--- src/verilog/apb_demux_pkg.sv ---
// APB demux shared definitions
package apb_demux_pkg;

  // bus widths, upstream and downstream alike
  localparam int unsigned AddrWidth = 32;
  localparam int unsigned DataWidth = 32;

  // configuration space layout
  // rule n sits at n * CfgRuleStride: +0 start, +4 end, +8 idx
  localparam logic [11:0] CfgCtrlAddr   = 12'h100;
  localparam int unsigned CfgRuleStride = 16;

  // one address map entry
  // start is inclusive, end is exclusive, so an all-zero rule never matches
  typedef struct packed {
    logic [AddrWidth-1:0] start_addr;
    logic [AddrWidth-1:0] end_addr;
    logic [7:0]           idx;
  } rule_t;

  // forward stage, drives the downstream APB phases
  typedef enum logic [1:0] {
    FWD_IDLE,
    FWD_SETUP,
    FWD_ACCESS,
    FWD_DONE
  } fwd_state_e;

  // request stage, holds the upstream transfer open
  typedef enum logic [1:0] {
    REQ_IDLE,
    REQ_BUSY,
    REQ_RESP
  } req_state_e;

endpackage

--- src/verilog/apb_addr_decode.sv ---
// Priority address decoder
`timescale 1ns/1ns

module apb_addr_decode #(
  parameter int unsigned NoPorts = 4,
  parameter int unsigned NoRules = 4,
  localparam int unsigned IdxWidth = (NoPorts > 1) ? $clog2(NoPorts) : 1
) (
  input  logic [apb_demux_pkg::AddrWidth-1:0] addr_i,
  input  apb_demux_pkg::rule_t [NoRules-1:0]  rules_i,
  input  logic                                en_default_i,
  input  logic [IdxWidth-1:0]                 default_idx_i,
  output logic [IdxWidth-1:0]                 idx_o,
  output logic                                dec_valid_o,
  output logic                                dec_error_o
);

  // per-rule range hit
  logic [NoRules-1:0] hit;

  always_comb begin
    for (int unsigned i = 0; i < NoRules; i++) begin
      // start inclusive, end exclusive
      hit[i] = (addr_i >= rules_i[i].start_addr) && (addr_i < rules_i[i].end_addr);
    end
  end

  always_comb begin
    // fallback when nothing matches
    dec_valid_o = 1'b0;
    if (en_default_i) begin
      idx_o       = default_idx_i;
      dec_error_o = 1'b0;
    end else begin
      idx_o       = '0;
      dec_error_o = 1'b1;
    end

    // scan upwards, later matches overwrite earlier ones
    // so the highest matching position wins
    for (int unsigned i = 0; i < NoRules; i++) begin
      if (hit[i]) begin
        idx_o       = rules_i[i].idx[IdxWidth-1:0];
        dec_valid_o = 1'b1;
        dec_error_o = 1'b0;
      end
    end
  end

endmodule

--- src/verilog/apb_map_regs.sv ---
// Address map registers
`timescale 1ns/1ns

module apb_map_regs #(
  parameter int unsigned NoPorts = 4,
  parameter int unsigned NoRules = 4,
  localparam int unsigned IdxWidth = (NoPorts > 1) ? $clog2(NoPorts) : 1
) (
  input  logic                                   clk_i,
  input  logic                                   rst_n_i,
  input  logic                                   cfg_psel_i,
  input  logic                                   cfg_penable_i,
  input  logic [11:0]                            cfg_paddr_i,
  input  logic                                   cfg_pwrite_i,
  input  logic [apb_demux_pkg::DataWidth-1:0]    cfg_pwdata_i,
  output logic [apb_demux_pkg::DataWidth-1:0]    cfg_prdata_o,
  output logic                                   cfg_pslverr_o,
  output apb_demux_pkg::rule_t [NoRules-1:0]     rules_o,
  output logic                                   en_default_o,
  output logic [IdxWidth-1:0]                    default_idx_o
);

  localparam int unsigned RuleSpan = NoRules * apb_demux_pkg::CfgRuleStride;

  apb_demux_pkg::rule_t [NoRules-1:0] rules_q;
  logic                               en_default_q;
  logic [IdxWidth-1:0]                default_idx_q;

  logic       access;
  logic       rule_hit;
  logic       ctrl_hit;
  logic [7:0] rule_sel;
  logic [3:0] field;
  logic       bad_value;

  // address split: upper bits pick the rule, low nibble the field
  assign rule_sel = cfg_paddr_i[11:4];
  assign field    = cfg_paddr_i[3:0];
  assign access   = cfg_psel_i && cfg_penable_i;
  assign ctrl_hit = (cfg_paddr_i == apb_demux_pkg::CfgCtrlAddr);
  assign rule_hit = (cfg_paddr_i < RuleSpan) &&
                    ((field == 4'h0) || (field == 4'h4) || (field == 4'h8));

  // port indices at or above NoPorts are refused
  assign bad_value = (rule_hit && (field == 4'h8) && (cfg_pwdata_i >= NoPorts)) ||
                     (ctrl_hit && ({24'b0, cfg_pwdata_i[15:8]} >= NoPorts));

  // error in the access cycle only, never a wait state
  assign cfg_pslverr_o = access && (!(rule_hit || ctrl_hit) || (cfg_pwrite_i && bad_value));

  // read mux, unmapped offsets read as zero
  always_comb begin
    cfg_prdata_o = '0;
    if (ctrl_hit) begin
      cfg_prdata_o = {16'b0, 8'(default_idx_q), 7'b0, en_default_q};
    end
    for (int unsigned i = 0; i < NoRules; i++) begin
      if (rule_hit && (rule_sel == 8'(i))) begin
        case (field)
          4'h0:    cfg_prdata_o = rules_q[i].start_addr;
          4'h4:    cfg_prdata_o = rules_q[i].end_addr;
          default: cfg_prdata_o = {24'b0, rules_q[i].idx};
        endcase
      end
    end
  end

  // write path, a refused write leaves everything untouched
  always_ff @(posedge clk_i or negedge rst_n_i) begin
    if (!rst_n_i) begin
      rules_q       <= '0;
      en_default_q  <= 1'b0;
      default_idx_q <= '0;
    end else if (access && cfg_pwrite_i && !cfg_pslverr_o) begin
      if (ctrl_hit) begin
        en_default_q  <= cfg_pwdata_i[0];
        default_idx_q <= cfg_pwdata_i[8 +: IdxWidth];
      end
      for (int unsigned i = 0; i < NoRules; i++) begin
        if (rule_hit && (rule_sel == 8'(i))) begin
          case (field)
            4'h0:    rules_q[i].start_addr <= cfg_pwdata_i;
            4'h4:    rules_q[i].end_addr   <= cfg_pwdata_i;
            default: rules_q[i].idx        <= cfg_pwdata_i[7:0];
          endcase
        end
      end
    end
  end

  assign rules_o       = rules_q;
  assign en_default_o  = en_default_q;
  assign default_idx_o = default_idx_q;

  // the decoder truncates idx, so nothing out of range may ever get stored
  for (genvar i = 0; i < NoRules; i++) begin : g_idx_check
    a_idx_range: assert property (@(posedge clk_i) disable iff (!rst_n_i)
      rules_q[i].idx < NoPorts);
  end

endmodule

--- src/verilog/apb_req_stage.sv ---
// Upstream APB request stage
`timescale 1ns/1ns

module apb_req_stage (
  input  logic                                clk_i,
  input  logic                                rst_n_i,
  input  logic                                psel_i,
  input  logic                                penable_i,
  input  logic [apb_demux_pkg::AddrWidth-1:0] paddr_i,
  input  logic                                pwrite_i,
  input  logic [apb_demux_pkg::DataWidth-1:0] pwdata_i,
  input  logic                                done_i,
  input  logic [apb_demux_pkg::DataWidth-1:0] rsp_rdata_i,
  input  logic                                rsp_err_i,
  output logic [apb_demux_pkg::DataWidth-1:0] prdata_o,
  output logic                                pready_o,
  output logic                                pslverr_o,
  output logic                                req_valid_o,
  output logic [apb_demux_pkg::AddrWidth-1:0] req_addr_o,
  output logic                                req_write_o,
  output logic [apb_demux_pkg::DataWidth-1:0] req_wdata_o
);

  apb_demux_pkg::req_state_e state_q;

  logic                                req_valid_q;
  logic                                err_q;
  logic [apb_demux_pkg::AddrWidth-1:0] addr_q;
  logic                                write_q;
  logic [apb_demux_pkg::DataWidth-1:0] wdata_q;
  logic [apb_demux_pkg::DataWidth-1:0] rdata_q;
  logic                                capture;
  logic                                finish;

  // setup cycle of a new upstream transfer
  assign capture = (state_q == apb_demux_pkg::REQ_IDLE) && psel_i && !penable_i;
  assign finish  = (state_q == apb_demux_pkg::REQ_BUSY) && done_i;

  always_ff @(posedge clk_i or negedge rst_n_i) begin
    if (!rst_n_i) begin
      state_q     <= apb_demux_pkg::REQ_IDLE;
      req_valid_q <= 1'b0;
      err_q       <= 1'b0;
    end else begin
      // req_valid is a single-cycle pulse
      req_valid_q <= capture;
      if (capture) begin
        state_q <= apb_demux_pkg::REQ_BUSY;
      end else if (finish) begin
        state_q <= apb_demux_pkg::REQ_RESP;
        err_q   <= rsp_err_i;
      end else if (state_q == apb_demux_pkg::REQ_RESP) begin
        // response shown for exactly one cycle
        state_q <= apb_demux_pkg::REQ_IDLE;
      end
    end
  end

  // request and response payload
  always_ff @(posedge clk_i) begin
    if (capture) begin
      addr_q  <= paddr_i;
      write_q <= pwrite_i;
      wdata_q <= pwdata_i;
    end
    if (finish) begin
      rdata_q <= rsp_rdata_i;
    end
  end

  assign req_valid_o = req_valid_q;
  assign req_addr_o  = addr_q;
  assign req_write_o = write_q;
  assign req_wdata_o = wdata_q;

  assign pready_o  = (state_q == apb_demux_pkg::REQ_RESP);
  assign pslverr_o = err_q;
  assign prdata_o  = rdata_q;

  // response may only land inside an open access phase
  a_pready_in_access: assert property (@(posedge clk_i) disable iff (!rst_n_i)
    pready_o |-> (psel_i && penable_i));

endmodule

--- src/verilog/apb_fwd_stage.sv ---
// Downstream APB forward stage
`timescale 1ns/1ns

module apb_fwd_stage #(
  parameter int unsigned NoPorts = 4,
  localparam int unsigned IdxWidth = (NoPorts > 1) ? $clog2(NoPorts) : 1
) (
  input  logic                                              clk_i,
  input  logic                                              rst_n_i,
  input  logic                                              req_valid_i,
  input  logic [apb_demux_pkg::AddrWidth-1:0]               req_addr_i,
  input  logic                                              req_write_i,
  input  logic [apb_demux_pkg::DataWidth-1:0]               req_wdata_i,
  input  logic [IdxWidth-1:0]                               dec_idx_i,
  input  logic                                              dec_error_i,
  input  logic [NoPorts-1:0][apb_demux_pkg::DataWidth-1:0]  prdata_i,
  input  logic [NoPorts-1:0]                                pready_i,
  input  logic [NoPorts-1:0]                                pslverr_i,
  output logic [NoPorts-1:0]                                psel_o,
  output logic                                              penable_o,
  output logic [apb_demux_pkg::AddrWidth-1:0]               paddr_o,
  output logic                                              pwrite_o,
  output logic [apb_demux_pkg::DataWidth-1:0]               pwdata_o,
  output logic                                              done_o,
  output logic [apb_demux_pkg::DataWidth-1:0]               rsp_rdata_o,
  output logic                                              rsp_err_o
);

  apb_demux_pkg::fwd_state_e state_q;

  logic [IdxWidth-1:0]                 idx_q;
  logic                                err_q;
  logic [apb_demux_pkg::DataWidth-1:0] rdata_q;
  logic                                start;
  logic                                sel_ready;

  assign start     = (state_q == apb_demux_pkg::FWD_IDLE) && req_valid_i;
  // back-pressure from the selected completer only
  assign sel_ready = (state_q == apb_demux_pkg::FWD_ACCESS) && pready_i[idx_q];

  always_ff @(posedge clk_i or negedge rst_n_i) begin
    if (!rst_n_i) begin
      state_q <= apb_demux_pkg::FWD_IDLE;
      idx_q   <= '0;
      err_q   <= 1'b0;
    end else begin
      case (state_q)
        apb_demux_pkg::FWD_IDLE: begin
          if (req_valid_i) begin
            // decode result is registered here
            idx_q <= dec_idx_i;
            err_q <= dec_error_i;
            if (dec_error_i) begin
              // no match, skip the bus entirely
              state_q <= apb_demux_pkg::FWD_DONE;
            end else begin
              state_q <= apb_demux_pkg::FWD_SETUP;
            end
          end
        end
        apb_demux_pkg::FWD_SETUP: begin
          state_q <= apb_demux_pkg::FWD_ACCESS;
        end
        apb_demux_pkg::FWD_ACCESS: begin
          if (sel_ready) begin
            err_q   <= pslverr_i[idx_q];
            state_q <= apb_demux_pkg::FWD_DONE;
          end
        end
        default: begin
          state_q <= apb_demux_pkg::FWD_IDLE;
        end
      endcase
    end
  end

  // read data, zero on a decode error
  always_ff @(posedge clk_i) begin
    if (start) begin
      rdata_q <= '0;
    end else if (sel_ready) begin
      rdata_q <= prdata_i[idx_q];
    end
  end

  // one-hot select during setup and access
  always_comb begin
    psel_o = '0;
    if ((state_q == apb_demux_pkg::FWD_SETUP) || (state_q == apb_demux_pkg::FWD_ACCESS)) begin
      psel_o[idx_q] = 1'b1;
    end
  end

  assign penable_o = (state_q == apb_demux_pkg::FWD_ACCESS);
  // request stage holds these stable for the whole transfer
  assign paddr_o   = req_addr_i;
  assign pwrite_o  = req_write_i;
  assign pwdata_o  = req_wdata_i;

  assign done_o      = (state_q == apb_demux_pkg::FWD_DONE);
  assign rsp_rdata_o = rdata_q;
  assign rsp_err_o   = err_q;

  a_psel_onehot: assert property (@(posedge clk_i) disable iff (!rst_n_i)
    $onehot0(psel_o));

  a_penable_sel: assert property (@(posedge clk_i) disable iff (!rst_n_i)
    penable_o |-> (|psel_o));

endmodule

--- src/verilog/apb_demux_top.sv ---
// APB address demux top
`timescale 1ns/1ns

module apb_demux_top #(
  parameter int unsigned NoPorts = 4,
  parameter int unsigned NoRules = 4,
  localparam int unsigned IdxWidth = (NoPorts > 1) ? $clog2(NoPorts) : 1
) (
  input  logic                                              clk_i,
  input  logic                                              rst_n_i,
  // upstream completer port
  input  logic                                              psel_i,
  input  logic                                              penable_i,
  input  logic [apb_demux_pkg::AddrWidth-1:0]               paddr_i,
  input  logic                                              pwrite_i,
  input  logic [apb_demux_pkg::DataWidth-1:0]               pwdata_i,
  output logic [apb_demux_pkg::DataWidth-1:0]               prdata_o,
  output logic                                              pready_o,
  output logic                                              pslverr_o,
  // configuration port
  input  logic                                              cfg_psel_i,
  input  logic                                              cfg_penable_i,
  input  logic [11:0]                                       cfg_paddr_i,
  input  logic                                              cfg_pwrite_i,
  input  logic [apb_demux_pkg::DataWidth-1:0]               cfg_pwdata_i,
  output logic [apb_demux_pkg::DataWidth-1:0]               cfg_prdata_o,
  output logic                                              cfg_pslverr_o,
  // downstream requester ports
  output logic [NoPorts-1:0]                                psel_o,
  output logic                                              penable_o,
  output logic [apb_demux_pkg::AddrWidth-1:0]               paddr_o,
  output logic                                              pwrite_o,
  output logic [apb_demux_pkg::DataWidth-1:0]               pwdata_o,
  input  logic [NoPorts-1:0][apb_demux_pkg::DataWidth-1:0]  prdata_i,
  input  logic [NoPorts-1:0]                                pready_i,
  input  logic [NoPorts-1:0]                                pslverr_i
);

  apb_demux_pkg::rule_t [NoRules-1:0]  rules;
  logic                                en_default;
  logic [IdxWidth-1:0]                 default_idx;
  logic [IdxWidth-1:0]                 dec_idx;
  logic                                dec_error;
  logic                                req_valid;
  logic [apb_demux_pkg::AddrWidth-1:0] req_addr;
  logic                                req_write;
  logic [apb_demux_pkg::DataWidth-1:0] req_wdata;
  logic                                done;
  logic [apb_demux_pkg::DataWidth-1:0] rsp_rdata;
  logic                                rsp_err;

  apb_map_regs #(.NoPorts(NoPorts), .NoRules(NoRules)) i_map_regs (
    .clk_i, .rst_n_i,
    .cfg_psel_i, .cfg_penable_i, .cfg_paddr_i, .cfg_pwrite_i, .cfg_pwdata_i,
    .cfg_prdata_o, .cfg_pslverr_o,
    .rules_o       (rules),
    .en_default_o  (en_default),
    .default_idx_o (default_idx)
  );

  // decoder works on the captured address, not the live bus
  apb_addr_decode #(.NoPorts(NoPorts), .NoRules(NoRules)) i_addr_decode (
    .addr_i        (req_addr),
    .rules_i       (rules),
    .en_default_i  (en_default),
    .default_idx_i (default_idx),
    .idx_o         (dec_idx),
    .dec_valid_o   (),
    .dec_error_o   (dec_error)
  );

  apb_req_stage i_req_stage (
    .clk_i, .rst_n_i,
    .psel_i, .penable_i, .paddr_i, .pwrite_i, .pwdata_i,
    .done_i      (done),
    .rsp_rdata_i (rsp_rdata),
    .rsp_err_i   (rsp_err),
    .prdata_o, .pready_o, .pslverr_o,
    .req_valid_o (req_valid),
    .req_addr_o  (req_addr),
    .req_write_o (req_write),
    .req_wdata_o (req_wdata)
  );

  apb_fwd_stage #(.NoPorts(NoPorts)) i_fwd_stage (
    .clk_i, .rst_n_i,
    .req_valid_i (req_valid),
    .req_addr_i  (req_addr),
    .req_write_i (req_write),
    .req_wdata_i (req_wdata),
    .dec_idx_i   (dec_idx),
    .dec_error_i (dec_error),
    .prdata_i, .pready_i, .pslverr_i,
    .psel_o, .penable_o, .paddr_o, .pwrite_o, .pwdata_o,
    .done_o      (done),
    .rsp_rdata_o (rsp_rdata),
    .rsp_err_o   (rsp_err)
  );

endmodule

--- config.mk ---
export PLATFORM = sky130hd
export DESIGN_NAME = apb_demux_top
export DESIGN_NICKNAME = d
export VERILOG_FILES = /design/src/verilog/apb_demux_pkg.sv /design/src/verilog/apb_addr_decode.sv /design/src/verilog/apb_map_regs.sv /design/src/verilog/apb_req_stage.sv /design/src/verilog/apb_fwd_stage.sv /design/src/verilog/apb_demux_top.sv
export SDC_FILE = /design/constraint.sdc
export NUM_CORES = 1
export LEC_CHECK = 0
export BUFFER_PORTS_ARGS = -buffer_cell sky130_fd_sc_hd__buf_2
export CORE_MARGIN = 2
export CORE_UTILIZATION = 55
export CTS_CLUSTER_DIAMETER = 60
export DETAILED_ROUTE_END_ITERATION = 16
export PLACE_DENSITY = 0.8
export SYNTH_ARGS = -nofsm -noshare
export SYNTH_HDL_FRONTEND = slang
export SYNTH_HIERARCHICAL = 1
export SYNTH_SLANG_ARGS = --single-unit
--- constraint.sdc ---
create_clock -name clk_i -period 5.4 [get_ports clk_i]
set_input_delay 1.08 -clock clk_i [delete_from_list [all_inputs] [get_ports clk_i]]
set_output_delay 1.08 -clock clk_i [all_outputs]
set_load 0.05 [all_outputs]
======== Word-level counts from Yosys, hierarchy flattened ========
Cells that the tools add are included.
storage, ports and cells
  register bits ........................... 429
  bits in latches ......................... 0
  RAM bits ................................ 0
  ROM bits ................................ 0
  input bits .............................. 252
  output and inout bits ................... 137
  word-level logic and storage cells ...... 147
  memories kept ........................... 0
operators by class
  $add $sub $neg .......................... 0
  $mul .................................... 0
  divide/modulo/power cells ............... 0
  order comparisons ....................... 13
  equality and inequality tests ........... 13
  shift operators ......................... 0
  multiplexer cells ....................... 38
  bitwise operators ....................... 2
  reductions and logical operators ........ 56
operator list
  kind                                                                count
  case mux 32 bit (2 select lines)                                    4
  2-to-1 mux 32 bit                                                   5
  greater-or-equal comparator 32 bit                                  4
  less-than comparator 32 bit                                         4
  binary-select mux 32 bit (select 2 bit)                             1
  AND reduction 3 bit                                                 13
  greater-or-equal comparator 32 x 3 -> 1 bit, second input constant  1
  logical AND 1 bit                                                   23
  2-to-1 mux 2 bit                                                    11
  equality test 8 x 2 -> 1 bit, second input constant                 2
  equality test 12 x 9 -> 1 bit, second input constant                1
  less-than comparator 12 x 7 -> 1 bit, second input constant         1
  2-to-1 mux 1 bit                                                    10
  2-to-1 mux 10 bit                                                   1
  equality test 8 x 1 -> 1 bit, second input constant                 1
  greater-or-equal comparator 8 x 3 -> 1 bit, second input constant   1
  zero test 8 bit                                                     1
  AND reduction 2 bit                                                 4
  equality test 2 bit, second input constant                          3
  logical OR 1 bit                                                    6
  case mux 2 bit (3 select lines)                                     1
  binary-select mux 1 bit (select 2 bit)                              2
  equality test 2 x 1 -> 1 bit, second input constant                 2
  equality test 4 x 3 -> 1 bit, second input constant                 1
  other kinds (15)                                                    19

======== Depth between registers and ports, before layout ========
  depth in word-level cells ............... 13
  gate-level depth with buffers ........... 13
  mapped depth without buffers ............ 13

======== By module ========
The synthesis kept the hierarchy.
modules (own cells, without submodules)
  module           times used  cells each  area an instance (um2)  sequential area each (um2)
  apb_map_regs     1           944         13,088.8                7,282.0
  apb_addr_decode  1           895         6,443.7                 0.0
  apb_req_stage    1           111         3,085.5                 3,012.9
  apb_fwd_stage    1           291         3,074.2                 765.7

======== Least setup slack after synthesis ========
Ideal clock, no wire load.
  path type ............................... input to register
  start point ............................. input port penable_i
  end point ............................... register i_req_stage.addr_q, in the netlist i_req_stage/req_addr_o[0], enable pin
  library setup time ...................... 530 ps
  arrival time ............................ 4,762 ps
  data required time ...................... 4,870 ps
  slack ................................... 108 ps
  stages on the path ...................... 1
  path buffers ............................ 0
  cells stage by stage .................... nor4b_2
on the way
  cells in the longest elaborated chain, start to end .. 2
RTL lines
  what                  line                 source
  from (decl)           apb_demux_top.sv:13  input logic penable_i,
  zero test 1 bit       apb_req_stage.sv:36  assign capture = (state_q == apb_demux_pkg::REQ_IDLE) && psel_i && !penable_i;
  logical AND 1 bit     apb_req_stage.sv:36
  to (signal assigned)  apb_req_stage.sv:62  addr_q <= paddr_i;
  to (decl)             apb_req_stage.sv:28  logic [apb_demux_pkg::AddrWidth-1:0] addr_q;
No other way between the ends.
A chain may end at the register's enable or synchronous reset.

======== Worst setup path after layout ========
  start point ............................. input port cfg_paddr_i[9]
  end point ............................... output port cfg_prdata_o[13] (netlist name)
on the way
  cells in the longest elaborated chain, start to end .. 7
  elaborated cells between the ends (all ways) .. 14
  classes of those cells .................. 1 x order compare; 3 x eq/ne; 4 x mux; 6 x reduce/logical
RTL lines
  what                                  line                 source
  from (decl)                           apb_demux_top.sv:23  input logic [11:0] cfg_paddr_i,
  less-than comparator 12 x 7 -> 1 bit  apb_map_regs.sv:41   assign rule_hit = (cfg_paddr_i < RuleSpan) &&
  logical AND 1 bit                     apb_map_regs.sv:41
  logical AND 1 bit                     apb_map_regs.sv:58   if (rule_hit && (rule_sel == 8'(i))) begin
  2-to-1 mux 32 bit (3 in series)       apb_map_regs.sv:58
  2-to-1 mux 32 bit (*)                 apb_map_regs.sv:58
  to (decl)                             apb_demux_top.sv:26  output logic [apb_demux_pkg::DataWidth-1:0] cfg_prdata_o,
Every way passes the cells marked *; elsewhere a longest branch is shown, timed or not.

==> impl_metrics.py <==
metrics = {
    "status": {
        "run_status": "complete, no violations",
    },
    "cts": {
        "cts.htree.levels": 2,
        "cts_setup_buffers": 0,
        "clk_pin_slew_worst_paths_ns": 0.06,
        "root_buffer": "clkbuf_16",
        "insertion_delay_ns": 0.58,
        "ctsHoldBuffers": 0,
        "cts_buffers": 49,
        "cts_resized": 0,
        "cts.sinks": 429,
        "cts_tree": "built",
        "clock_path_buffers": 3,
    },
    "yosys": {
        "yosys.area_share.simple": 0.0820,
        "synth_area_per_cell_sq_um": 11.5,
        "synth_compound_area_frac": 0.119,
        "yosysSeqAreaShare": 0.431,
        "yosys_warnings": 6,
        "ys.flop_type": "dfrtp_1",
        "synth-edff-count": 97,
        "ys_seq_elements": 429,
        "synth.net_count": 2750,
        "async_flop_share": 0.699,
        "yosysUniqueCellTypes": 78,
        "syn_area_sq_um": 25700,
        "synth_top_family_by_area": "multiplexers",
        "synthXorXnorAreaFrac": 0,
        "synthMuxAreaShare": 0.162,
        "synth_fa_ha_area_frac": 0.125,
        "synth_cells": 2241,
    },
    "floorplanning": {
        "dieWidth_um": 220,
        "ios": 389,
        "fp.dieH_um": 220,
        "core_area_sq_um": 46400,
        "die-area_sq_um": 48500,
        "fp-row-count": 79,
        "start_util": 0.554,
    },
    "finish": {
        "final_common_cell": "buf_2",
        "num-nets-final": 3058,
        "postLayoutCoreUtil": 0.631,
        "stdcell_area_sq_um": 29200,
        "layout_common_cells": "387 x buf_2, 299 x dfrtp_1, 262 x inv_1, 256 x ha_1, 217 x mux2_1",
        "areaGrowthSynthToFinish_pct": 13.8,
        "stdcell_count": 3199,
        "drive_above_1_share": 0.242,
    },
    "setup_path": {
        "critPathLaunchType": "primary input",
        "cp.required_ns": 4.32,
        "crit_top_cell": "buf_2",
        "path_class": "primary input to output pin",
        "slowest_delay_ns": 0.63,
        "end_kind": "output pin",
        "rr_startpoint": "i_req_stage/req_addr_o[31]",
        "crit_start": "cfg_paddr_i[9]",
        "path_buf_inv": 3,
        "crit_family": "simple AND/OR/NAND/NOR gates",
        "arrival_ns": 3.64,
        "critPathSlowestCell": "and2_1",
        "path_max_fanout": 10,
        "rrSetupSlack_ns": 1.28,
        "crit_chain": "buf_2 > or3_1 > nor3_2 > and2_1 > buf_4 > a222oi_1 > nand3_1 > buf_2",
    },
    "power_and_ir_drop": {
        "powerDensity_nw_per_um2": 318,
        "power_leakage_nw": 13.4,
        "finalPower_mw": 9.29,
        "ir_worst_vdd_mv": 0.323,
    },
    "detailed_routing": {
        "num_vias": 20000,
        "drt_pre_antenna_iters": 7,
        "antenna_left": 0,
        "drtIter0Drc": 2232,
        "route.detailed.drc": 0,
        "finalWirelength_mm": 78.7,
        "viasPerCell": 6.26,
        "post_drt_wl_per_cell_um": 24.6,
    },
    "grt": {
        "grt_max_degree": 121,
        "track_usage": 0.321,
        "grt_pass1_vias": 20300,
        "gr-total-overflow": 0,
        "antenna_found_initial": 4,
        "grt_pass1_wl_mm": 118,
    },
    "placed_design": {
        "gp_congestion": 0.956,
        "place_area_sq_um": 27600,
        "dp.cells": 3105,
        "dpl_worst_slack_ns": 0.749,
        "io_buffers": 388,
        "hpwlAfterDp_mm": 57.1,
    },
    "sta": {
        "report.final.slew_viol_count": 0,
        "tns_ns": 0,
        "max_slew.worst_pin.slew_ns": 1.11,
        "holdWs_ns": 0.426,
        "hold_viol_final": 0,
        "rsz0062_at_grt": "no",
        "finalCritPeriodShare": 0.875,
        "period_needed_ns": 4.72,
        "setup_viol": 0,
        "fmax_ghz": 0.212,
        "clock_skew_ns": 0.0146,
        "max_slew_margin": 0.258,
        "worst_slack_ns": 0.677,
    },
    "worst_hold_path": {
        "min_from": "i_fwd_stage/rsp_rdata_o[6]",
        "min_path_type": "flop to flop",
    },
    "flow_run": {
        "cap_viol_max_count": 0,
    },
}
-- layout make-up --
cell class              instances  area (sq um)
multi-input cells            1384         12600
clock inverters                18           130
inverters                     262           983
well taps                     607           759
diodes                          3          7.51
repair buffers                423          2240
clock buffers                  73          1470
flip-flops and latches        429         11100
fillers                      3568         17100
-- final timing paths --
path                                                end  cells past startpoint
worst max-delay path                   cfg_prdata_o[13]                      8
worst min-delay path            i_req_stage/prdata_o[6]                      0
worst max register to register   i_fwd_stage/state_q[1]                     12
worst min register to register  i_req_stage/prdata_o[6]                      0
max in group asynchronous        i_map_regs/rules_o[46]                      2
min in group asynchronous       i_map_regs/rules_o[196]                      1
-- report_power, final --
part           switching [mW]  internal [mW]  total [mW]
logic                    1.36          0.783        2.14
clock network            1.38           1.90        3.28
registers               0.247           3.62        3.87
total                    2.99           6.30        9.29
-- flip-flops by register name, summed over array words and instances (netlist names) --
signal,count
i_map_regs/rules_o,288
i_fwd_stage/rsp_rdata_o,32
i_req_stage/prdata_o,32
i_req_stage/req_addr_o,32
i_req_stage/req_wdata_o,32
i_fwd_stage/idx_q,2
i_fwd_stage/state_q,2
i_map_regs/default_idx_o,2
i_req_stage/state_q,2
i_fwd_stage/rsp_err_o,1
i_map_regs/en_default_o,1
i_req_stage/pslverr_o,1
i_req_stage/req_valid_o,1
i_req_stage/req_write_o,1
-- cells in the mapped netlist (all sizes together) (13+ instances only) --
cell	number	share of area
a211oi	18	0.0055
a21bo	32	0.012
a21o	28	0.0082
a21oi	111	0.022
a222oi	55	0.021
a22o	26	0.0089
and2	34	0.0083
and3	13	0.0032
buf	131	0.038
clkbuf	35	0.0051
dfrtp	300	0.29
dfxtp	32	0.025
edfxtp	97	0.11
ha	257	0.13
inv	262	0.038
mux2	276	0.13
mux2i	17	0.0066
mux4	34	0.030
nand2	90	0.013
nand3	82	0.016
nand4	44	0.011
nor2	42	0.0061
nor3	13	0.0029
nor4	15	0.0053
o21ai	54	0.011
-- cells by family (layout without fill, tap and decap cells) --
kind of cell             Yosys count  in the layout
AO/OA/AOI/OAI                    413            413
adder cells (fa/ha/maj)          257            257
buffers and inverters            428            776
flip-flops                       429            429
multiplexers                     327            327
other                              0              3
AND/OR/NAND/NOR                  387            387
-- per-layer routing --
layer / up-vias / share of wire / wire, um / track usage
met2: 970 / 0.47 / 37200 / 0.521
met3: 210 / 0.084 / 6600 / 0.0650
met5: - / 0.00013 / 10 / 0
li1: 8842 / - / - / -
met4: 2 / 0.040 / 3150 / 0.134
met1: 9989 / 0.40 / 31700 / 0.422
Note: power is estimated with default switching activity, not from simulation.
